**src/include/laneAlign.svh**
```systemverilog
`ifndef LANE_ALIGN_SVH
`define LANE_ALIGN_SVH

// Byte enables for a store at the given byte offset
function automatic logic [3:0] storeByteEn(input memSysPkg::memOpT op, input logic [1:0] off);
   case (op)
      memSysPkg::opSb: return 4'b0001 << off;
      memSysPkg::opSh: return off[1] ? 4'b1100 : 4'b0011;
      default:         return 4'b1111;
   endcase
endfunction

// Replicate the low bytes so every enabled lane sees its data
function automatic logic [31:0] storeData(input memSysPkg::memOpT op, input logic [31:0] wdata);
   case (op)
      memSysPkg::opSb: return {4{wdata[7:0]}};
      memSysPkg::opSh: return {2{wdata[15:0]}};
      default:         return wdata;
   endcase
endfunction

// Pull the addressed lanes out of a word and extend them
function automatic logic [31:0] loadExtract(input memSysPkg::memOpT op, input logic [1:0] off,
                                            input logic [31:0] word);
   logic [7:0]  b;
   logic [15:0] h;
   b = word[off*8 +: 8];
   h = off[1] ? word[31:16] : word[15:0];
   case (op)
      memSysPkg::opLb:  return {{24{b[7]}}, b};
      memSysPkg::opLbu: return {24'b0, b};
      memSysPkg::opLh:  return {{16{h[15]}}, h};
      memSysPkg::opLhu: return {16'b0, h};
      default:          return word;
   endcase
endfunction

`endif

```
**src/memSysPkg.sv**
```systemverilog
package memSysPkg;

   // Unified memory geometry
   localparam int MemWords = 1024;
   localparam int MemAddrBits = 10;

   // I/O region, selected by the top nibble of the address
   localparam logic [31:0] IoBase = 32'h8000_0000;

   // Graphics registers live outside IoBase but still decode as I/O
   localparam logic [31:0] GpCodeAddr = 32'h1800_0000;
   localparam logic [31:0] GpFrameAddr = 32'h1800_0004;

   localparam logic [31:0] CycleAddr = IoBase + 32'h10;
   localparam logic [31:0] InstrAddr = IoBase + 32'h14;
   localparam logic [31:0] FrameAddr = IoBase + 32'h18;
   localparam logic [31:0] CounterResetAddr = IoBase + 32'h1C;

   localparam logic [31:0] GpFrameReset = 32'h1040_0000;

   typedef enum logic [3:0] {
      opLb,
      opLbu,
      opLh,
      opLhu,
      opLw,
      opSb,
      opSh,
      opSw
   } memOpT;

   typedef enum logic [2:0] {
      gpCodeSel,
      gpFrameSel,
      cycleSel,
      instrSel,
      frameSel,
      counterResetSel,
      noneSel
   } ioSelT;

   // Command from the core on the data port
   typedef struct packed {
      memOpT       op;
      logic [31:0] addr;
      logic [31:0] wdata;
   } dataCmdT;

   // Word access to the unified memory
   typedef struct packed {
      logic                   write;
      logic [MemAddrBits-1:0] wordIdx;
      logic [3:0]             byteEn;
      logic [31:0]            wdata;
   } memReqT;

   typedef struct packed {
      logic        write;
      ioSelT       sel;
      logic [31:0] wdata;
   } ioReqT;

endpackage

```
**src/mmioRegs.sv**
```systemverilog
`timescale 1ns/100ps

module mmioRegs (
   input  logic              clk,
   input  logic              reset,
   input  logic              ioReq,
   input  memSysPkg::ioReqT  ioCmd,
   output logic              ioAck,
   output logic [31:0]       ioRdata,
   input  logic              fetchAck,
   input  logic              frameTick,
   output logic [31:0]       gpCode,
   output logic [31:0]       gpFrame,
   output logic              gpValid
);

   logic [31:0] cycleCount;
   logic [31:0] instrCount;
   logic [31:0] frameCount;
   logic        fetchAckPrev;
   logic        ioStart;
   logic        ioWrite;

   // Side effects happen once, on the first cycle of a request
   assign ioStart = ioReq && !ioAck;
   assign ioWrite = ioStart && ioCmd.write;

   always_ff @(posedge clk) begin
      if (reset) begin
         ioAck <= 1'b0;
         fetchAckPrev <= 1'b0;
         cycleCount <= 32'b0;
         instrCount <= 32'b0;
         frameCount <= 32'b0;
         gpCode <= 32'b0;
         gpFrame <= memSysPkg::GpFrameReset;
         gpValid <= 1'b0;
      end else begin
         ioAck <= ioReq;
         fetchAckPrev <= fetchAck;
         gpValid <= ioWrite && (ioCmd.sel == memSysPkg::gpCodeSel);
         if (frameTick) begin
            frameCount <= frameCount + 32'd1;
         end
         if (ioWrite && ioCmd.sel == memSysPkg::counterResetSel) begin
            cycleCount <= 32'b0;
            instrCount <= 32'b0;
         end else begin
            cycleCount <= cycleCount + 32'd1;
            // Completed fetch = rising edge of fetchAck
            if (fetchAck && !fetchAckPrev) begin
               instrCount <= instrCount + 32'd1;
            end
         end
         if (ioWrite && ioCmd.sel == memSysPkg::gpCodeSel) begin
            gpCode <= ioCmd.wdata;
         end
         if (ioWrite && ioCmd.sel == memSysPkg::gpFrameSel) begin
            gpFrame <= ioCmd.wdata;
         end
      end
   end

   // Read value captured together with the ack
   always_ff @(posedge clk) begin
      if (ioStart) begin
         case (ioCmd.sel)
            memSysPkg::gpCodeSel:  ioRdata <= gpCode;
            memSysPkg::gpFrameSel: ioRdata <= gpFrame;
            memSysPkg::cycleSel:   ioRdata <= cycleCount;
            memSysPkg::instrSel:   ioRdata <= instrCount;
            memSysPkg::frameSel:   ioRdata <= frameCount;
            default:               ioRdata <= 32'b0;
         endcase
      end
   end

endmodule

```
**config.mk**
```make
export PLATFORM = sky130hd
export DESIGN_NAME = mmioRegs
export DESIGN_NICKNAME = d
export VERILOG_FILES = /design/src/include/laneAlign.svh /design/src/memSysPkg.sv /design/src/mmioRegs.sv
export SDC_FILE = /design/constraint.sdc
export NUM_CORES = 1
export LEC_CHECK = 0
export BUFFER_PORTS_ARGS = -buffer_cell sky130_fd_sc_hd__buf_2
export CORE_ASPECT_RATIO = 0.7
export CORE_MARGIN = 2
export CORE_UTILIZATION = 50
export DETAILED_ROUTE_END_ITERATION = 10
export PLACE_DENSITY = 0.74
export SLEW_MARGIN = 40
export SYNTH_ARGS = -nofsm -noshare
export SYNTH_HDL_FRONTEND = slang
export SYNTH_SLANG_ARGS = --single-unit
```
**constraint.sdc**
```tcl
create_clock -name clk -period 3.9 [get_ports clk]
set_clock_uncertainty 0.1 [all_clocks]
set_input_delay 0.195 -clock clk [delete_from_list [all_inputs] [get_ports clk]]
set_output_delay 0.195 -clock clk [all_outputs]
set_load 0.02 [all_outputs]
```
Yosys cells after proc, flatten, opt, wreduce, memory -nomap -nowiden:

Index checks and enable logic that the tools add are counted.

* add/sub/neg operators: 3
* equal/unequal tests: 5
* muxes and demuxes: 1
* reduce and logical (&&, ||, !) cells: 10

Operator list (count)
* $pmux W32 S5: 1
* $add A32 B1 Y32 const B: 3
* $eq A3 B2 Y1 const B: 2
* $eq A3 B3 Y1 const B: 2
* $logic_and A1 B1 Y1: 6
* $eq A3 B1 Y1 const B: 1
* $logic_not A3 Y1: 1
* $logic_not A1 Y1: 2
* $reduce_or A2 Y1: 1

* bits in registers: 195
* input port bits: 41
* output and inout bits: 98

Logic depth before layout (Yosys ltp):

* depth in word-level cells: 5
* gate-level depth with buffers: 7
* depth with buffers taken out: 5

Worst setup path after synthesis:

Ideal clock, no wire load.

* path kind: reg2reg
* from: register ioAck
* to: register gpCode[10]
* library setup time: 70 ps
* arrival: 2820 ps
* path slack: 910 ps
* cell stages (with the launch flop): 7
* buffers on the path: 2
* cell sequence: dfxtp_1 nor2b_1 and3_1 clkbuf_1 clkbuf_1 nand2_1 a21oi_1

* word-level cells in the longest chain between the ends: 4

RTL lines
* start, declared: line mmioRegs.sv:8 `output logic ioAck,`
* start signal, assigned: line mmioRegs.sv:39 `ioAck <= ioReq;`
* $logic_not A1 Y1: line mmioRegs.sv:25 `assign ioStart = ioReq && !ioAck;`
* $logic_and A1 B1 Y1: line mmioRegs.sv:25
* $logic_and A1 B1 Y1: line mmioRegs.sv:26 `assign ioWrite = ioStart && ioCmd.write;`
* $logic_and A1 B1 Y1: line mmioRegs.sv:55 `if (ioWrite && ioCmd.sel == memSysPkg::gpCodeSel) begin`
* end signal, assigned: line mmioRegs.sv:56 `gpCode <= ioCmd.wdata;`
* end, declared: line mmioRegs.sv:12 `output logic [31:0] gpCode,`

Every way passes these cells.
A chain may end at the register's enable or synchronous reset.

Final worst setup path:

* from: register frameCount[0]
* to: register frameCount[20]

* word-level cells in the longest chain between the ends: 1

RTL lines
* start, declared: line mmioRegs.sv:19 `logic [31:0] frameCount;`
* start signal, assigned: line mmioRegs.sv:43 `frameCount <= frameCount + 32'd1;`
* $add A32 B1 Y32: line mmioRegs.sv:43

Every way passes these cells.

==> results.cfg <==
[drt]
postRouteAntennaNets = 0
detail_route.wl_per_cell_um = 19.3
wl_met3_um = 3080
totalWireLength_um = 26600
met1_length_um = 12400
topRoutingLayerUsed = met4
met2WireLength_um = 10800
drc_errors = 0
vias_per_cell = 6.00
first_iter_violations = 927
routed-via-count = 8251
drt_pass1_iterations = 5

[sta]
fin_setup_tns_ns = 0
worst_slack_ns = 1.43
hold_viol_final = 0
drv_slew = 0
worst_pin_slew_ns = 0.821
fmax_mhz = 405
fin_crit_sh_pct = 63.3
setup_violations = 0
period_needed_ns = 2.47
maxSlewHeadroom_pct = 44.5
rsz0062_at_grt = no

[clocking]
ctsLongestPathBuffers = 2
cts_sinks = 195
tritoncts = built
clkTransAtPathRegs_ns = 0.07
insertion_delay_ns = 0.44
ctsHoldBuffers = 34
root_buffer = clkbuf_16
cts_max_level = 4
post_cts_buffers = 0
cts_buffers = 17
cts_resized = 0

[critical_path]
critPathArrivalTime_ns = 2.70
critPathCaptureType = flip-flop
critPathMaxFanout = 20
worstPathRequired_ns = 4.13
worstSetupPathType = flip-flop to flip-flop
critical_path.startpoint_type = flip-flop

[logic_synthesis]
synth_warnings = 0
yosysUniqueCellTypes = 43
yosys.area_share.simple_pct = 23.0
synthXorXnorAreaFrac_pct = 3.30
synth_cells = 993
ys_seq_area_share_pct = 48.3
synth_mux_area_share_pct = 4.77
synthArstFlopShare_pct = 0
synth_compound_area_share_pct = 16.4
synthFlopType = dfxtp_1
avgSynthCellArea_um2 = 8.82
synth_fp_nets = 1037
ys_ff_latch = 195
synth_top_family_by_area = simple AND/OR/NAND/NOR gates
syn_area_mm2 = 0.00875
synth_edf_count = 32
synthAdderAreaFrac_pct = 0.429

[layout]
final-seq-area_mm2 = 0.00422
antenna_cells = 0
area_growth_pct = 19.9
multi_input_area_mm2 = 0.00423
nets = 1175
nFillCells = 1442
drive_gt1_share_pct = 17.0

[placement]
globalplace.congestion = 0.883
dp_worst_setup_slack_ns = 1.52
dp_hpwl_um = 18700
port-buffer-count = 138

[global_routing]
antenna_found_initial = 0
overflow = 0
grt_max_degree = 75
grt.total_usage_pct = 28.5
grt_pass1_vias = 6985
grt_first_pass_wirelength_um = 40600

[floorplan]
die_h_um = 115
io-pin-count = 139
row_count = 40
start_util_pct = 51.0
dieArea_mm2 = 0.0186
floorplan.die.width_um = 162
core_area_mm2 = 0.0172

[worst_hold_path]
min_path_type = input pin to flip-flop

[power]
ir_worst_vdd_uv = 243
finalPower_mw = 4.02
leakagePower_nw = 3.76
p_per_area_mw_per_mm2 = 382

[flow_run]
maxCapViolations = 0

[status]
status = finished clean
## where the power goes
| group | internal, mW | switching [mW] |
|---|---|---|
| Sequential | 2.07 | 0.0225 |
| Combinational | 0.0914 | 0.161 |
| Clock | 0.879 | 0.790 |
| Total | 3.04 | 0.973 |
## registers in the layout (all words and copies together), names as in the netlist
name,count
cycleCount,32
frameCount,32
fetchAckPrev,1
gpFrame,32
instrCount,32
ioAck,1
ioRdata,32
gpCode,32
gpValid,1
## metrics by stage
| stage | cell area (um2) | std cells | hold slack (ns) | util (%) |
|---|---|---|---|---|
| after floorplan | 8750 | 993 | 0.216 | - |
| after global placement | 9600 | 1309 | 0.340 | 55.9 |
| after CTS | 10500 | 1375 | 0.0119 | 61.2 |
| after global routing | 10500 | 1375 | 0.0729 | 61.2 |
| after detailed placement | 9620 | 1309 | 0.342 | 56.0 |
| final | 10500 | 1375 | 0.0411 | 61.2 |
## synth_stat cells (all sizes together), types with 20 or more instances
cell type	instances	share of area [%]
nand3	30	1.7
nand2	192	8.2
clkbuf	54	2.3
o31ai	37	3.2
a21oi	115	6.6
inv	20	0.86
a221o	30	3.4
nand4	24	1.8
or4	43	3.7
o21ai	45	2.6
edfxtp	32	11
nor2	39	1.7
mux2i	35	4.0
dfxtp	163	37
## cell usage in the layout (no fill, tap or decap), drive strengths merged, types with 2 or more instances in the layout
cell	count
buf	151
and2	4
nor3	7
nand2	192
ha	3
nand3	30
nor4	8
inv	23
a221o	30
o21a	4
dlygate4sd3	34
nand4	24
dfxtp	163
xor2	17
and4	14
mux2	2
nor2	39
o32ai	2
nor3b	2
mux4	2
nor2b	7
xnor2	16
clkbuf	19
or3	16
and3	4
clkinv	9
o31ai	37
edfxtp	32
or2	3
or4	43
a21oi	115
o21ai	45
nand3b	3
mux2i	35
nand2b	3
## worst paths after layout
check                                                start                          end  slack [ns]  cells after the start
worst max-delay path            frameCount[0]$_SDFFE_PP0P_  frameCount[20]$_SDFFE_PP0P_        1.43                      5
worst min-delay path                             frameTick   frameCount[0]$_SDFFE_PP0P_        0.04                      3
worst max register to register  frameCount[0]$_SDFFE_PP0P_  frameCount[20]$_SDFFE_PP0P_        1.43                      5
worst min register to register    gpFrame[23]$_SDFFE_PP0P_     gpFrame[23]$_SDFFE_PP0P_        0.38                      2
## cells by family after synthesis
family,after synthesis
muxes,39
buffers and inverters,86
AOI/OAI and AO/OA,234
and+or+nand+nor,403
xor gates and xnor gates,33
DFF,195
adders and majority gates,3
## metal layers
metal	vias to the layer above	global-route usage (%)
li1	3897	-
met1	3883	45.5
met2	441	38.7
met3	30	6.37
met4	0	6.14
met5	-	0
## layout make-up
cell class,instances,share of cell area (%)
clock buffers,19,4.12
clock inverters,13,1.02
inverters,20,0.715
multi-input cells,712,40.3
flip-flops and latches,195,40.2
well taps,231,2.75
repair buffers,185,10.9
## critical path, cell delays in order, from the launching register on
cell	delay [ns]
dfxtp_1	0.43
ha_1	0.24
inv_1	0.06
or4_4	0.65
nor4_1	0.51
mux2_2	0.39
(Power assumes the default switching activity.)
