### config.mk
export PLATFORM = sky130hd
export DESIGN_NAME = memArbiter
export DESIGN_NICKNAME = d
export VERILOG_FILES = /design/src/include/laneAlign.svh /design/src/memSysPkg.sv /design/src/memArbiter.sv
export SDC_FILE = /design/constraint.sdc
export NUM_CORES = 1
export LEC_CHECK = 0
export ABC_AREA = 1
export BUFFER_PORTS_ARGS = -buffer_cell sky130_fd_sc_hd__buf_2
export CAP_MARGIN = 20
export CELL_PAD_IN_SITES_DETAIL_PLACEMENT = 0
export CELL_PAD_IN_SITES_GLOBAL_PLACEMENT = 1
export CORE_ASPECT_RATIO = 1.2
export CORE_MARGIN = 10
export CORE_UTILIZATION = 24
export DETAILED_ROUTE_END_ITERATION = 12
export GPL_TIMING_DRIVEN = 0
export PLACE_DENSITY_LB_ADDON = 0.1
export RECOVER_POWER = 50
export SLEW_MARGIN = 20
export SYNTH_ARGS = -nofsm -noshare
export SYNTH_HDL_FRONTEND = slang
export SYNTH_SLANG_ARGS = --single-unit
### constraint.sdc
create_clock -name clk -period 2.5 [get_ports clk]
set_clock_uncertainty 0.1 [all_clocks]
set_input_delay 0.5 -clock clk [delete_from_list [all_inputs] [get_ports clk]]
set_output_delay 0.5 -clock clk [all_outputs]
set_load 0.005 [all_outputs]
### src/include/laneAlign.svh
`ifndef LANE_ALIGN_SVH
`define LANE_ALIGN_SVH

// Byte enables for a store at the given byte offset
function automatic logic [3:0] storeByteEn(input memSysPkg::memOpT op, input logic [1:0] off);
   case (op)
      memSysPkg::opSb: return 4'b0001 << off;
      memSysPkg::opSh: return off[1] ? 4'b1100 : 4'b0011;
      default:         return 4'b1111;
   endcase
endfunction

// Replicate the low bytes so every enabled lane sees its data
function automatic logic [31:0] storeData(input memSysPkg::memOpT op, input logic [31:0] wdata);
   case (op)
      memSysPkg::opSb: return {4{wdata[7:0]}};
      memSysPkg::opSh: return {2{wdata[15:0]}};
      default:         return wdata;
   endcase
endfunction

// Pull the addressed lanes out of a word and extend them
function automatic logic [31:0] loadExtract(input memSysPkg::memOpT op, input logic [1:0] off,
                                            input logic [31:0] word);
   logic [7:0]  b;
   logic [15:0] h;
   b = word[off*8 +: 8];
   h = off[1] ? word[31:16] : word[15:0];
   case (op)
      memSysPkg::opLb:  return {{24{b[7]}}, b};
      memSysPkg::opLbu: return {24'b0, b};
      memSysPkg::opLh:  return {{16{h[15]}}, h};
      memSysPkg::opLhu: return {16'b0, h};
      default:          return word;
   endcase
endfunction

`endif

### src/memSysPkg.sv
package memSysPkg;

   // Unified memory geometry
   localparam int MemWords = 1024;
   localparam int MemAddrBits = 10;

   // I/O region, selected by the top nibble of the address
   localparam logic [31:0] IoBase = 32'h8000_0000;

   // Graphics registers live outside IoBase but still decode as I/O
   localparam logic [31:0] GpCodeAddr = 32'h1800_0000;
   localparam logic [31:0] GpFrameAddr = 32'h1800_0004;

   localparam logic [31:0] CycleAddr = IoBase + 32'h10;
   localparam logic [31:0] InstrAddr = IoBase + 32'h14;
   localparam logic [31:0] FrameAddr = IoBase + 32'h18;
   localparam logic [31:0] CounterResetAddr = IoBase + 32'h1C;

   localparam logic [31:0] GpFrameReset = 32'h1040_0000;

   typedef enum logic [3:0] {
      opLb,
      opLbu,
      opLh,
      opLhu,
      opLw,
      opSb,
      opSh,
      opSw
   } memOpT;

   typedef enum logic [2:0] {
      gpCodeSel,
      gpFrameSel,
      cycleSel,
      instrSel,
      frameSel,
      counterResetSel,
      noneSel
   } ioSelT;

   // Command from the core on the data port
   typedef struct packed {
      memOpT       op;
      logic [31:0] addr;
      logic [31:0] wdata;
   } dataCmdT;

   // Word access to the unified memory
   typedef struct packed {
      logic                   write;
      logic [MemAddrBits-1:0] wordIdx;
      logic [3:0]             byteEn;
      logic [31:0]            wdata;
   } memReqT;

   typedef struct packed {
      logic        write;
      ioSelT       sel;
      logic [31:0] wdata;
   } ioReqT;

endpackage

### src/memArbiter.sv
`timescale 1ns/100ps

module memArbiter (
   input  logic               clk,
   input  logic               reset,
   input  logic               memReq,
   input  memSysPkg::memReqT  memCmd,
   output logic               memAck,
   output logic [31:0]        memRdata,
   input  logic               fetchReq,
   input  logic [31:0]        fetchAddr,
   output logic               fetchAck,
   output logic [31:0]        fetchInstr,
   output logic               memEn,
   output memSysPkg::memReqT  memPortCmd,
   input  logic [31:0]        rdata
);

   typedef enum logic [1:0] {idle, access, hold} arbStateT;

   arbStateT           state;
   logic               grantFetch;
   logic               pickFetch;
   logic               ownerReq;
   memSysPkg::memReqT  fetchCmd;

   // Fetch is always a plain word read
   always_comb begin
      fetchCmd.write = 1'b0;
      fetchCmd.wordIdx = fetchAddr[memSysPkg::MemAddrBits+1:2];
      fetchCmd.byteEn = 4'b1111;
      fetchCmd.wdata = 32'b0;
   end

   // On a tie the peer not served last wins
   assign pickFetch = fetchReq && (!memReq || !grantFetch);
   assign ownerReq = grantFetch ? fetchReq : memReq;

   // Memory is issued straight from idle, so read data is ready in access
   assign memEn = (state == idle) && (memReq || fetchReq);
   assign memPortCmd = pickFetch ? fetchCmd : memCmd;

   always_ff @(posedge clk) begin
      if (reset) begin
         state <= idle;
         grantFetch <= 1'b0;
         memAck <= 1'b0;
         fetchAck <= 1'b0;
      end else begin
         case (state)
            idle: begin
               if (memReq || fetchReq) begin
                  grantFetch <= pickFetch;
                  state <= access;
               end
            end
            access: begin
               memAck <= !grantFetch;
               fetchAck <= grantFetch;
               state <= hold;
            end
            hold: begin
               // Grant stays until the owner drops req
               if (!ownerReq) begin
                  memAck <= 1'b0;
                  fetchAck <= 1'b0;
                  state <= idle;
               end
            end
            default: state <= idle;
         endcase
      end
   end

   always_ff @(posedge clk) begin
      if (state == access) begin
         if (grantFetch) begin
            fetchInstr <= rdata;
         end else begin
            memRdata <= rdata;
         end
      end
   end

endmodule

### Word level (Yosys, flattened, before mapping)

Index checks and enable logic that the tools add are counted.

| storage, ports and cells | value |
|---|---|
| RAM bits | 0 |
| ROM bits | 0 |
| input bits | 115 |
| memories kept | 0 |
| register bits | 69 |
| bits in latches | 0 |

| cells by class | value |
|---|---|
| shift-type cells | 0 |
| $lt $le $gt $ge | 0 |
| divide/modulo/power cells | 0 |
| reduce and logical (&&, ||, !) cells | 13 |
| multiplexer cells | 8 |
| equality and inequality tests | 4 |
| multipliers | 0 |
| add/sub/neg operators | 0 |
| bitwise gates (word level) | 1 |

Operators with widths:

| cell | count |
|---|---|
| 47-bit two-way mux | 1 |
| 2-bit AND reduction | 5 |
| 2-bit case mux with 3 select lines | 1 |
| 2-bit two-way mux | 2 |
| 1-bit case mux with 2 select lines | 2 |
| 2-bit by 1-bit == test with 1-bit output, second input constant | 1 |
| 2-bit == test, second input constant | 1 |
| 1-bit logical AND | 2 |
| 1-bit logical NOT | 2 |
| 2-bit logical NOT | 1 |
| 1-bit logical OR | 2 |
| 1-bit two-way mux | 2 |
| 2-bit by 1-bit != test with 1-bit output, second input constant | 1 |
| 2-bit != test, second input constant | 1 |
| 2-bit nonzero test | 1 |
| 1-bit NOT | 1 |

### Depth between registers and ports, before layout

| depth | value |
|---|---|
| depth after elaboration | 4 |
| depth in mapped cells | 7 |
| gate-level depth less buffers | 7 |

### Worst setup path after synthesis

Ideal clock, no wire load.

| timing path | value |
|---|---|
| path kind | reg-to-reg |
| from | reg state[1] |
| to | reg memRdata[0], enable pin |
| setup time | 422 ps |
| data arrival time | 1947 ps |
| path slack | 31 ps |
| buffers on the path | 0 |
| stages on the path, launching flop included | 5 |
| clock period less this slack | 2469 ps |
| data required time | 1978 ps |
| path through | dfxtp_1 -> inv_1 -> ha_1 -> inv_1 -> nor2_1 |

| on the way | value |
|---|---|
| word-level cells in the longest chain between the ends | 2 |

RTL lines:

| element | RTL line | text |
|---|---|---|
| start: declaration | memArbiter.sv:21 | `arbStateT state;` |
| start signal: assignment | memArbiter.sv:45 | `state <= idle;` |
| start signal: assignment | memArbiter.sv:54 | `state <= access;` |
| start signal: assignment | memArbiter.sv:60 | `state <= hold;` |
| 2-bit by 1-bit == test with 1-bit output | memArbiter.sv:76 | `if (state == access) begin` |
| 2-bit AND reduction (no line) | n/a |  |
| end signal: assignment | memArbiter.sv:80 | `memRdata <= rdata;` |
| end: declaration | memArbiter.sv:9 | `output logic [31:0] memRdata,` |

Every way passes these cells.
A chain may end at the register's enable or synchronous reset.

==> run_results.csv <==
group,metric,value,unit
sta,setup_tns,0,ns
hold_path,hold_class,"in -> reg",
placement,place_hpwl,6917,um
floorplanning,start_util,0.2450,
sta,rsz0062_at_grt,"false",
cts,cts_setup_buffers,0,
yosys,synth-compound-area-share,0.01720,
cts,cts_resized,0,
sta,setup_ws,0.3718,ns
grt,grt_pass1_wl,12360,um
routing,viasPerCell,3.914,
pwr,vdd_ir_drop_max,0.3134,mV
yosys,synth_xor_area_frac,0,
floorplanning,ios,229,
placement,numPortBuffers,206,
finish,final_common_cell,"buf_2",
pwr,total_power,2961,uW
worst_setup_path,critical_path_class,"reg -> out",
routing,wl_per_cell,14.76,um
yosys,ys_ff_latch,69,
routing,ant_nets,0,
routing,vias,2239,
finish,area_delta_synth_final,53.23,%
pwr,powerDensity,717.9,nW/um^2
yosys,ys_warn_count,0,
finish,antenna_cells,0,
cts,cts-buffers-inserted,9,
pwr,p_leak,0.001960,uW
yosys,synthDistinctLibCells,17,
routing,dr.pass1.iters,4,
placement,place_inst,556,
sta,final-setup-viol-count,0,
yosys,netlist_area,2691,um^2
yosys,syn_area_per_cell,12.40,um^2
yosys,synth_fa_ha_area_frac,0.01860,
grt,grt_usage,0.1026,
floorplanning,die_w,116.7,um
routing,drc_errors,0,
yosys,syn-num-nets,336,
yosys,synthMuxAreaShare,0,
yosys,synth_top_family_by_area,"simple AND/OR/NAND/NOR gates",
worst_setup_path,crit_path_end_kind,"output pin",
routing,drt_iter0_drc,48,
sta,drv_slew,0,
grt,antenna_found_initial,0,
yosys,netlist_instances,217,
finish,fill_cells,1135,
run,drv_cap,0,
worst_setup_path,cpPeakStageDelay,0.41,ns
sta,period_minus_slack,2.128,ns
yosys,synth_simple_gate_area_frac,0.1353,
cts,cts_hold_buf,0,
worst_setup_path,required,1.90,ns
worst_setup_path,cp.buffers_inverters,2,
grt,grt-ovfl-total,0,
worst_setup_path,crit_top_cell,"nand2_1",
worst_setup_path,cp_data_arrival_time,1.53,ns
cts,ctsRootBufferMaster,"clkbuf_16",
sta,period_share,0.8513,
sta,hold-worst-slack,0.2606,ns
placement,gp_congestion,0.6868,
cts,clk_pin_slew,0.06,ns
worst_setup_path,worstSetupStartpointType,"register",
placement,pre_cts_slack,0.4428,ns
cts,cts_tree,"built",
grt,grt_max_degree,33,
sta,worstMarginPinSlew,0.7311,ns
routing,drt_wl_total,8443,um
yosys,synth_seq_area_share,0.7513,
worst_setup_path,cpMaxStageDelayCell,"dfxtp_1",
grt,grt_pass1_vias,2494,
floorplanning,die_area,15870,um^2
worst_setup_path,crit_chain,"a21oi_4, clkinv_1, nand2_1, nand2_1, buf_2",
cts,h-tree-depth,3,
sta,max_slew_margin,0.5119,
cts,cts.path.max_buffers,2,
worst_setup_path,crit_family,"flip-flops",
finish,drive_gt1_frac,0.4091,
floorplanning,die_y,136.0,um
floorplanning,placement_rows,42,
cts,clock_latency,0.32,ns
sta,fmax,469.9,MHz
worst_setup_path,crit_fanout,10,
floorplanning,core,10980,um^2
finish,layout_common_cells,"157 x buf_2, 64 x edfxtp_1, 52 x clkbuf_1, 42 x inv_1, 41 x nand2_1",
finish,nNetsFinal,554,
finish,fin_cells,572,
sta,hold_violations,0,
cts,cts.sinks,69,
outcome,status,"finished clean",
-- final timing paths --
check,cells after the start,start,to,slack [ns]
setup reg to reg,4,state[1]$_SDFFE_PP0P_,fetchInstr[8]$_DFFE_PP_,0.80
hold reg to reg,2,state[1]$_SDFFE_PP0P_,state[1]$_SDFFE_PP0P_,0.38
hold / removal,1,rdata[24],memRdata[24]$_DFFE_PP_,0.26
setup / recovery,5,grantFetch$_SDFFE_PP0P_,memPortCmd[45],0.37
-- stage by stage --
step,instance area [um^2],utilization
5_1_grt,4124,0.3755
3_5_place_dp,3915,0.3565
6_report,4124,0.3755
4_1_cts,4200,0.3824
2_1_floorplan,2691,-
3_3_place_gp,3887,0.3540
-- worst register-to-register path, delay by kind of cell, from the launching register on --
kind,cells,cell delay [ns]
adder cells (fa/ha/maj),1,0.17
flip-flops,1,0.32
buffers and inverters,2,0.65
AND/OR/NAND/NOR,1,0.06
-- registers in the layout, indices dropped and copies added, names as in the netlist --
signal and flops:
grantFetch 1, fetchInstr 32, fetchAck 1, memRdata 32
state 2, memAck 1
-- layer usage --
layer,GRT usage,share of wire
met5,0,0
met4,0.04333,0.015
met3,0.06041,0.14
met2,0.1778,0.49
met1,0.09560,0.36
-- synth_stat cells, drive strengths merged --
master  number  area, um^2
buf          5       43.79
inv         43       161.4
ha           4       50.05
nand2       43       166.4
or2          4       25.02
o21ai        1       5.000
nand3        5       37.54
clkinv       1       3.750
dfxtp        5       100.1
nor2        36       135.1
edfxtp      64        1922
a21oi        6       41.29
-- kinds of logic (layout without fill, tap and decap cells) --
group	count (synthesis)	in the layout
AND/OR/NAND/NOR	88	88
flip-flops	69	69
buffers and inverters	49	272
AO/OA/AOI/OAI	7	7
adder cells (fa/ha/maj)	4	4
-- area by class of cell --
type	instances	area [um^2]	share of cell area
inverters	44	165.2	0.04005
flip-flops and latches	69	2022	0.4903
multi-input cells	99	455.4	0.1104
plain buffers	5	43.79	0.01062
clock buffers	11	232.7	0.05643
repair buffers	207	987.2	0.2394
clock inverters	5	52.55	0.01274
well taps	132	165.2	0.04005
-- report_power, final --
part | total [uW] | switching [uW] | internal, uW
Sequential | 1380 | 25.6 | 1360
Clock | 1180 | 417 | 765
Combinational | 397 | 218 | 179
Note: power is estimated with default switching activity, not from simulation.
