`src/include/laneAlign.svh`:
```
`ifndef LANE_ALIGN_SVH
`define LANE_ALIGN_SVH

// Byte enables for a store at the given byte offset
function automatic logic [3:0] storeByteEn(input memSysPkg::memOpT op, input logic [1:0] off);
   case (op)
      memSysPkg::opSb: return 4'b0001 << off;
      memSysPkg::opSh: return off[1] ? 4'b1100 : 4'b0011;
      default:         return 4'b1111;
   endcase
endfunction

// Replicate the low bytes so every enabled lane sees its data
function automatic logic [31:0] storeData(input memSysPkg::memOpT op, input logic [31:0] wdata);
   case (op)
      memSysPkg::opSb: return {4{wdata[7:0]}};
      memSysPkg::opSh: return {2{wdata[15:0]}};
      default:         return wdata;
   endcase
endfunction

// Pull the addressed lanes out of a word and extend them
function automatic logic [31:0] loadExtract(input memSysPkg::memOpT op, input logic [1:0] off,
                                            input logic [31:0] word);
   logic [7:0]  b;
   logic [15:0] h;
   b = word[off*8 +: 8];
   h = off[1] ? word[31:16] : word[15:0];
   case (op)
      memSysPkg::opLb:  return {{24{b[7]}}, b};
      memSysPkg::opLbu: return {24'b0, b};
      memSysPkg::opLh:  return {{16{h[15]}}, h};
      memSysPkg::opLhu: return {16'b0, h};
      default:          return word;
   endcase
endfunction

`endif

```
`src/memSysPkg.sv`:
```
package memSysPkg;

   // Unified memory geometry
   localparam int MemWords = 1024;
   localparam int MemAddrBits = 10;

   // I/O region, selected by the top nibble of the address
   localparam logic [31:0] IoBase = 32'h8000_0000;

   // Graphics registers live outside IoBase but still decode as I/O
   localparam logic [31:0] GpCodeAddr = 32'h1800_0000;
   localparam logic [31:0] GpFrameAddr = 32'h1800_0004;

   localparam logic [31:0] CycleAddr = IoBase + 32'h10;
   localparam logic [31:0] InstrAddr = IoBase + 32'h14;
   localparam logic [31:0] FrameAddr = IoBase + 32'h18;
   localparam logic [31:0] CounterResetAddr = IoBase + 32'h1C;

   localparam logic [31:0] GpFrameReset = 32'h1040_0000;

   typedef enum logic [3:0] {
      opLb,
      opLbu,
      opLh,
      opLhu,
      opLw,
      opSb,
      opSh,
      opSw
   } memOpT;

   typedef enum logic [2:0] {
      gpCodeSel,
      gpFrameSel,
      cycleSel,
      instrSel,
      frameSel,
      counterResetSel,
      noneSel
   } ioSelT;

   // Command from the core on the data port
   typedef struct packed {
      memOpT       op;
      logic [31:0] addr;
      logic [31:0] wdata;
   } dataCmdT;

   // Word access to the unified memory
   typedef struct packed {
      logic                   write;
      logic [MemAddrBits-1:0] wordIdx;
      logic [3:0]             byteEn;
      logic [31:0]            wdata;
   } memReqT;

   typedef struct packed {
      logic        write;
      ioSelT       sel;
      logic [31:0] wdata;
   } ioReqT;

endpackage

```
`src/dataPort.sv`:
```
`timescale 1ns/100ps

module dataPort (
   input  logic                clk,
   input  logic                reset,
   input  logic                dataReq,
   input  memSysPkg::dataCmdT  dataCmd,
   output logic                dataAck,
   output logic [31:0]         dataRdata,
   output logic                memReq,
   output memSysPkg::memReqT   memCmd,
   input  logic                memAck,
   input  logic [31:0]         memRdata,
   output logic                ioReq,
   output memSysPkg::ioReqT    ioCmd,
   input  logic                ioAck,
   input  logic [31:0]         ioRdata
);

   `include "laneAlign.svh"

   typedef enum logic [1:0] {idle, waitMem, waitIo, done} portStateT;

   portStateT           state;
   logic                isStore;
   logic                isIo;
   memSysPkg::ioSelT    ioSel;
   memSysPkg::memOpT    latchOp;
   logic [1:0]          latchOff;

   // Address decode
   always_comb begin
      isStore = dataCmd.op inside {memSysPkg::opSb, memSysPkg::opSh, memSysPkg::opSw};
      isIo = (dataCmd.addr[31:28] == memSysPkg::IoBase[31:28]) ||
             (dataCmd.addr == memSysPkg::GpCodeAddr) ||
             (dataCmd.addr == memSysPkg::GpFrameAddr);
      case (dataCmd.addr)
         memSysPkg::GpCodeAddr:       ioSel = memSysPkg::gpCodeSel;
         memSysPkg::GpFrameAddr:      ioSel = memSysPkg::gpFrameSel;
         memSysPkg::CycleAddr:        ioSel = memSysPkg::cycleSel;
         memSysPkg::InstrAddr:        ioSel = memSysPkg::instrSel;
         memSysPkg::FrameAddr:        ioSel = memSysPkg::frameSel;
         memSysPkg::CounterResetAddr: ioSel = memSysPkg::counterResetSel;
         default:                     ioSel = memSysPkg::noneSel;
      endcase
   end

   always_ff @(posedge clk) begin
      if (reset) begin
         state <= idle;
         dataAck <= 1'b0;
         memReq <= 1'b0;
         ioReq <= 1'b0;
      end else begin
         case (state)
            idle: begin
               // Inner acks must be low before a new inner request
               if (dataReq && !memAck && !ioAck) begin
                  if (isIo) begin
                     ioReq <= 1'b1;
                     state <= waitIo;
                  end else begin
                     memReq <= 1'b1;
                     state <= waitMem;
                  end
               end
            end
            waitMem: begin
               if (memAck) begin
                  memReq <= 1'b0;
                  dataAck <= 1'b1;
                  state <= done;
               end
            end
            waitIo: begin
               if (ioAck) begin
                  ioReq <= 1'b0;
                  dataAck <= 1'b1;
                  state <= done;
               end
            end
            done: begin
               if (!dataReq) begin
                  dataAck <= 1'b0;
                  state <= idle;
               end
            end
            default: state <= idle;
         endcase
      end
   end

   // Payload follows the core while idle, then holds for the inner handshake
   always_ff @(posedge clk) begin
      if (state == idle) begin
         latchOp <= dataCmd.op;
         latchOff <= dataCmd.addr[1:0];
         memCmd.write <= isStore;
         memCmd.wordIdx <= dataCmd.addr[memSysPkg::MemAddrBits+1:2];
         memCmd.byteEn <= storeByteEn(dataCmd.op, dataCmd.addr[1:0]);
         memCmd.wdata <= storeData(dataCmd.op, dataCmd.wdata);
         ioCmd.write <= isStore;
         ioCmd.sel <= ioSel;
         ioCmd.wdata <= dataCmd.wdata;
      end
      if (state == waitMem && memAck) begin
         dataRdata <= loadExtract(latchOp, latchOff, memRdata);
      end
      // I/O reads are always full words
      if (state == waitIo && ioAck) begin
         dataRdata <= ioRdata;
      end
   end

endmodule

```
`config.mk`:
```
export PLATFORM = sky130hd
export DESIGN_NAME = dataPort
export DESIGN_NICKNAME = d
export VERILOG_FILES = /design/src/memSysPkg.sv /design/src/dataPort.sv
export VERILOG_INCLUDE_DIRS = /design/src /design/src/include
export SDC_FILE = /design/constraint.sdc
export NUM_CORES = 1
export LEC_CHECK = 0
export ABC_CLOCK_PERIOD_IN_PS = 7550
export BUFFER_PORTS_ARGS = -buffer_cell sky130_fd_sc_hd__buf_2
export CORE_MARGIN = 8
export CORE_UTILIZATION = 50
export CTS_CLUSTER_SIZE = 25
export DETAILED_ROUTE_END_ITERATION = 8
export MAX_ROUTING_LAYER = met4
export PLACE_DENSITY = 0.94
export SLEW_MARGIN = 20
export SYNTH_ARGS = -nofsm -noshare
export SYNTH_HDL_FRONTEND = slang
export SYNTH_SLANG_ARGS = --single-unit
```
`constraint.sdc`:
```
create_clock -name clk -period 7.55 [get_ports clk]
set_input_delay 1.51 -clock clk [delete_from_list [all_inputs] [get_ports clk]]
set_output_delay 1.51 -clock clk [all_outputs]
set_load 0.005 [all_outputs]
```
Word-level counts from Yosys, hierarchy flattened
Index checks and enable logic that the tools add are counted.

Equality and inequality tests: 22. Shifts and indexed selects: 2. Muxes and demuxes: 26. Reduce and logical (&&, ||, !) cells: 19.

Operators with widths (number): 32-bit == test, second input constant (4); 32-bit one-hot mux with 4 select lines (1); 32-bit by 29-bit == test with 1-bit output, second input constant (2); 32-bit two-way mux (2); 32-bit one-hot mux with 2 select lines (1); 32-bit by 6-bit variable part select with 8-bit output (1); 3-bit one-hot mux with 6 select lines (1); 16-bit two-way mux (1); 4-bit AND reduction (4); 4-bit by 3-bit == test with 1-bit output, second input constant (3); 2-bit inequality test, second input constant (6); 2-bit two-way mux (5); 1-bit two-way mux (9); 4-bit by 2-bit == test with 1-bit output, second input constant (2); 2-bit one-hot mux with 4 select lines (1); 4-bit one-hot mux with 2 select lines (1); 2-bit nonzero test (3); 3-bit nonzero test (2); 2-bit == test, second input constant (2); 4-bit by 1-bit == test with 1-bit output, second input constant (1); 4-bit == test, second input constant (1); 1-bit logical AND (4); 4-bit zero test (1); 4-bit two-way mux (1); 7 further kinds (10).

Flip-flop bits (word level): 125. Word-level logic and storage cells: 82.

Logic depth before layout (Yosys ltp)
Depth in word-level cells: 6. Gate-level depth with buffers: 7.

Worst setup path after synthesis
No wires, ideal clock.

Path kind: register to register. Start: reg state[0]. End: reg ioReq. Setup time: 0.088 ns. Arrival: 3.198 ns. Required time: 7.462 ns. Slack: 4.264 ns. Stages on the path, launching flop included: 7. Buffers on the path: 0. Period minus slack after synthesis: 3.286 ns. Cell sequence: dfxtp_1 > inv_1 > ha_1 > o21ai_0 > nand2_1 > a21oi_1 > a211oi_1.

Word-level cells in the longest chain between the ends: 3. Elaborated cells between the ends (all ways): 8. Those cells by class: eq/ne: 4; mux: 1; reduce/logical: 3.

Ends and longest elaborated chain: start: declaration (RTL line dataPort.sv:24) `portStateT state;`; start signal: assignment (RTL line dataPort.sv:50) `state <= idle;`; start signal: assignment (RTL line dataPort.sv:61) `state <= waitIo;`; start signal: assignment (RTL line dataPort.sv:64) `state <= waitMem;`; 2-bit == test or 2-bit zero test (tied branches) (RTL line dataPort.sv:55) `case (state)`; 2-bit inequality test (no line) or 2-bit nonzero test (tied branches); 4-bit AND reduction (no line); end signal: assignment (RTL line dataPort.sv:53) `ioReq <= 1'b0;`; end signal: assignment (RTL line dataPort.sv:60) `ioReq <= 1'b1;`; end signal: assignment (RTL line dataPort.sv:77) `ioReq <= 1'b0;`; end: declaration (RTL line dataPort.sv:14) `output logic ioReq,`.

Several ways; a longest one is shown, not always the timed one. A chain may end at the register's enable or synchronous reset.

Worst setup path after layout
Start: in dataCmd[67] in the netlist's numbering. End: reg memCmd[33] in the netlist's numbering, data pin.

Word-level cells in the longest chain between the ends: 2. Elaborated cells between the ends (all ways): 3. Those cells by class: eq/ne: 2; mux: 1.

Ends and longest elaborated chain: start: declaration (RTL line dataPort.sv:7) `input memSysPkg::dataCmdT dataCmd,`; 4-bit by 3-bit == test with 1-bit output (RTL line laneAlign.svh:6) `case (op)`; 4-bit one-hot mux with 2 select lines * (RTL line laneAlign.svh:6); end: declaration (RTL line dataPort.sv:11) `output memSysPkg::memReqT memCmd,`.

Every way passes the cells marked *; elsewhere a longest branch is shown, timed or not.

==> impl.org <==
** Run status
- Status :: complete, no violations

** Synth
- Of the post-synthesis cell area, the dominant cell type holds 0.649.
- Post-synth top area cell :: sky130_fd_sc_hd__edfxtp_1
- Most frequently used flop master after synthesis :: sky130_fd_sc_hd__edfxtp_1
- Synth Register Bits :: roughly 120
- For this run, the register share of the synthesized area comes to 0.668.
- Number of cells produced by synthesis :: 436
- Syn_nets :: a little under 600
- A synthesized cell averages about 12 um^2.
- Yosys instantiated no cell more often than sky130_fd_sc_hd__edfxtp_1.
- Ranking of synthesized cells by area :: sky130_fd_sc_hd__edfxtp_1, sky130_fd_sc_hd__nand2_1, sky130_fd_sc_hd__nor2_1
- Syn Std Cell Area :: between 5000 and 6000 um^2
- In this run, synthesis inferred roughly 110 flip-flops with an integrated enable.
- During synthesis, Yosys emitted a total of 0 warnings.
- The number of different library cells used by synthesis comes to 44.
- After synthesis, the share of flip-flops with an asynchronous set or reset is 0.
- Most instantiated cells after synthesis :: sky130_fd_sc_hd__edfxtp_1, sky130_fd_sc_hd__nand2_1, sky130_fd_sc_hd__nor2_1, sky130_fd_sc_hd__a21oi_1, sky130_fd_sc_hd__o21ai_0

** Clock network
- The number of hold buffers added after CTS was 0.
- Number of H-tree levels :: 4
- Longest Clk Path Bufs :: 2
- Setup Buffers After CTS :: 0
- CTS buffer count :: 17
- Clock tree from TritonCTS :: done
- CTS placed an instance of sky130_fd_sc_hd__clkbuf_8 at the clock tree root.
- Post-cts repair resize count :: 0
- CTS sink count :: 117
- Clock-pin slew was measured on the worst setup and hold paths at roughly 0.060 ns.
- Clock network latency to the later pin of the worst-skew pair :: approximately 0.5 ns

** Worst setup path
- Count of buffer and inverter cells on the critical path :: 1
- Critical Path RT :: around 7.8 ns
- Critical-path maximum fanout :: 13
- In this design, the stage delay of the slowest critical-path cell is 0.82 ns.
- Slowest cell on the critical path :: sky130_fd_sc_hd__nor3b_2
- Crit end category :: flop
- The worst setup path is of the input pin to flop kind.
- STA classifies the critical path startpoint as an input pin.
- The critical path goes through buf_2, nand2b_1, nor3b_2, or2_2, o21ai_0.
- Counting buffers and inverters, the worst setup path is 5 cells deep.
- FF-to-FF path depth :: 4
- Data arrival time at the worst-slack endpoint :: roughly 3.2 ns
- On the critical path the largest part of the delay comes from simple AND/OR/NAND/NOR gates.

** STA
- Summed over all failing endpoints, the final setup total negative slack is 0 ns.
- Setup slack of the critical path after layout :: ~4.6 ns
- Min Clock Period, post-route :: approximately 3 ns
- Setup repair after global routing missed its margin :: no
- In the finished design, the share of the clock period the worst path needs comes to 0.396.
- Worst Clk Skew :: 0.00644 ns
- Max-Slew Margin vs Limit :: 0.278
- For the pin with the worst max-slew slack, the measured transition is between 1 and 1.5 ns.
- FMAX :: about 0.33 GHz
- Setup violations remaining at the end of the flow were counted as 0.
- The count of final hold-check violations is 0.
- The number of max-slew violations in the final report is 0.

** Layout
- Counting the fill cells in the layout gives 713.
- Compared with the post-synthesis result, the final layout area differs by 36.5%.
- Final Instance Count excl. Fillers :: 830
- Share of cells above drive strength 1 :: 0.437
- Multi-input gate area :: between 1500 and 2000 um^2
- In the final layout, flip-flops and latches occupy between 3000 and 4000 um^2.
- Number of nets in the layout :: 825
- Antenna diode count :: 0

** GRT
- Via count of the first global-routing pass :: 4,810
- Summed over all layers, the global routing overflow is 0.
- Total global routing track utilization :: 0.250
- Pin count of the biggest net entering global routing :: 86
- The initial antenna violation count is 0.
- The first global-routing pass estimated between 20 and 30 mm of wire.

** Routing
- Total number of vias :: between 4,000 and 5,000
- The first routing iteration left 549 violations.
- TritonRoute pass-1 iters :: 5
- After detailed routing, the total wire length is between 15 and 20 mm.
- For this run, design rule violations remaining after detail routing come to 0.
- After detailed routing, the average wire length per cell comes to roughly 21 um.
- Detail Route Antenna Nets :: 0
- Mean number of vias per cell :: ~5.6

** Power
- The share of total power dissipated in sequential elements is 0.432.
- Power spread over the standard cell area amounts to around 370 nW/um^2.
- Peak supply drop :: between 0.2 and 0.25 mV
- Of the total power, the clock network draws 0.285.
- Of the total power, combinational logic draws 0.283.
- Switching Fraction :: 0.320
- Internal power comes to around 1800 uW.
- The analysis attributes to net switching a power of roughly 840 uW.
- The analysis attributes to cell leakage a power of about 0.0031 uW.

** Placement
- Port buffering added roughly 250 buffers.
- The HPWL after detailed placement is between 10 and 15 mm.
- Placer's final routability congestion estimate :: between 0.9 and 1
- Before CTS, the worst setup slack after placement is approximately 4 ns.
- Number of placed instances with taps included :: 800

** Hold path
- HP Class :: flop to flop
- Counting instances, the worst hold path has a depth of 2.

** Floorplanning
- Die width :: around 120 um
- The initial utilization of the core area, before any placement, comes to 0.509.
- The floorplan step defined a die boundary enclosing between 10,000 and 15,000 um^2.
- In this run the vertical extent of the chip is between 100 and 150 um.
- I/O pin count :: 255
- The core region is a little over 10,000 um^2.
- Row generation in the floorplan step produced 37 rows.

** Flow run
- Max-cap violations in this run came to 0.
==> flip-flops by register name, indices dropped and copies added (netlist names) <==
name       count
ioReq          1
dataRdata     32
memCmd        46
latchOp        4
latchOff       2
memReq         1
state          2
dataAck        1
ioCmd         28
==> area by class of cell <==
| class | instances | area share |
|---|---|---|
| inverter | 11 | 0.00584 |
| clock buffer | 18 | 0.0591 |
| multi-input combinational | 278 | 0.219 |
| tap | 136 | 0.0240 |
| timing repair buffer | 258 | 0.184 |
| clock inverter | 12 | 0.0187 |
| sequential | 117 | 0.489 |
==> stage by stage <==
step                 util  power [uW]  hold WS (ns)  cell area [um^2]
global route        0.695        2760         0.553              7080
floorplan               -        1540         0.475              5180
CTS                 0.694        2650         0.505              7070
finish              0.695        2640         0.501              7080
detailed placement  0.640        1900         0.498              6520
global placement    0.640        1860         0.485              6520
==> cells by family (layout without fill, tap and decap cells) <==
| family | Yosys count | count (layout) | share of synthesized area |
|---|---|---|---|
| adders and majority gates | 5 | 5 | 0.0121 |
| AOI/OAI and AO/OA | 86 | 86 | 0.107 |
| buffers and inverters | 41 | 299 | 0.0372 |
| DFF | 117 | 117 | 0.668 |
| and+or+nand+nor | 171 | 171 | 0.142 |
| muxes | 16 | 16 | 0.0331 |
==> power groups by stage <==
stage / combinational, uW / sequential (uW) / clock (uW)
2_1_floorplan: 382 / 1160 / 0
3_3_place_gp: 726 / 1130 / 0
3_5_place_dp: 751 / 1150 / 0
4_1_cts: 753 / 1140 / 759
5_1_grt: 817 / 1160 / 783
6_report: 747 / 1140 / 752
==> layout by cell type, fill, tap and decap left out, drive strengths merged, types with 8 or more instances in the layout <==
cell / n
a21oi: 20
a31oi: 12
a22oi: 15
nor3: 8
nand3: 9
buf: 258
inv: 13
edfxtp: 112
nor2: 45
nand2: 85
mux2: 9
clkbuf: 18
o21ai: 17
==> routing by layer <==
| metal | share of wire | up-vias | global-route usage |
|---|---|---|---|
| li1 | - | 2090 | - |
| met1 | 0.35 | 2101 | 0.260 |
| met2 | 0.49 | 391 | 0.409 |
| met3 | 0.13 | 50 | 0.0983 |
| met4 | 0.033 | 0 | 0.120 |
| met5 | 0 | - | - |
==> worst reg2reg max path: stages, from the launching register on <==
cell and delay [ns]:
sky130_fd_sc_hd__edfxtp_1 0.96, sky130_fd_sc_hd__mux2_2 0.45, sky130_fd_sc_hd__o211ai_2 0.34, sky130_fd_sc_hd__o311a_1 0.66
sky130_fd_sc_hd__a21oi_1 0.18
==> final timing paths <==
path,from,end,slack (ns)
max,dataCmd[67],memCmd[33],4.56
min,dataAck,dataAck,0.50
max reg2reg,latchOff[1],dataRdata[18],4.68
min reg2reg,dataAck,dataAck,0.50
No activity file was read; power rests on OpenSTA's default activity.
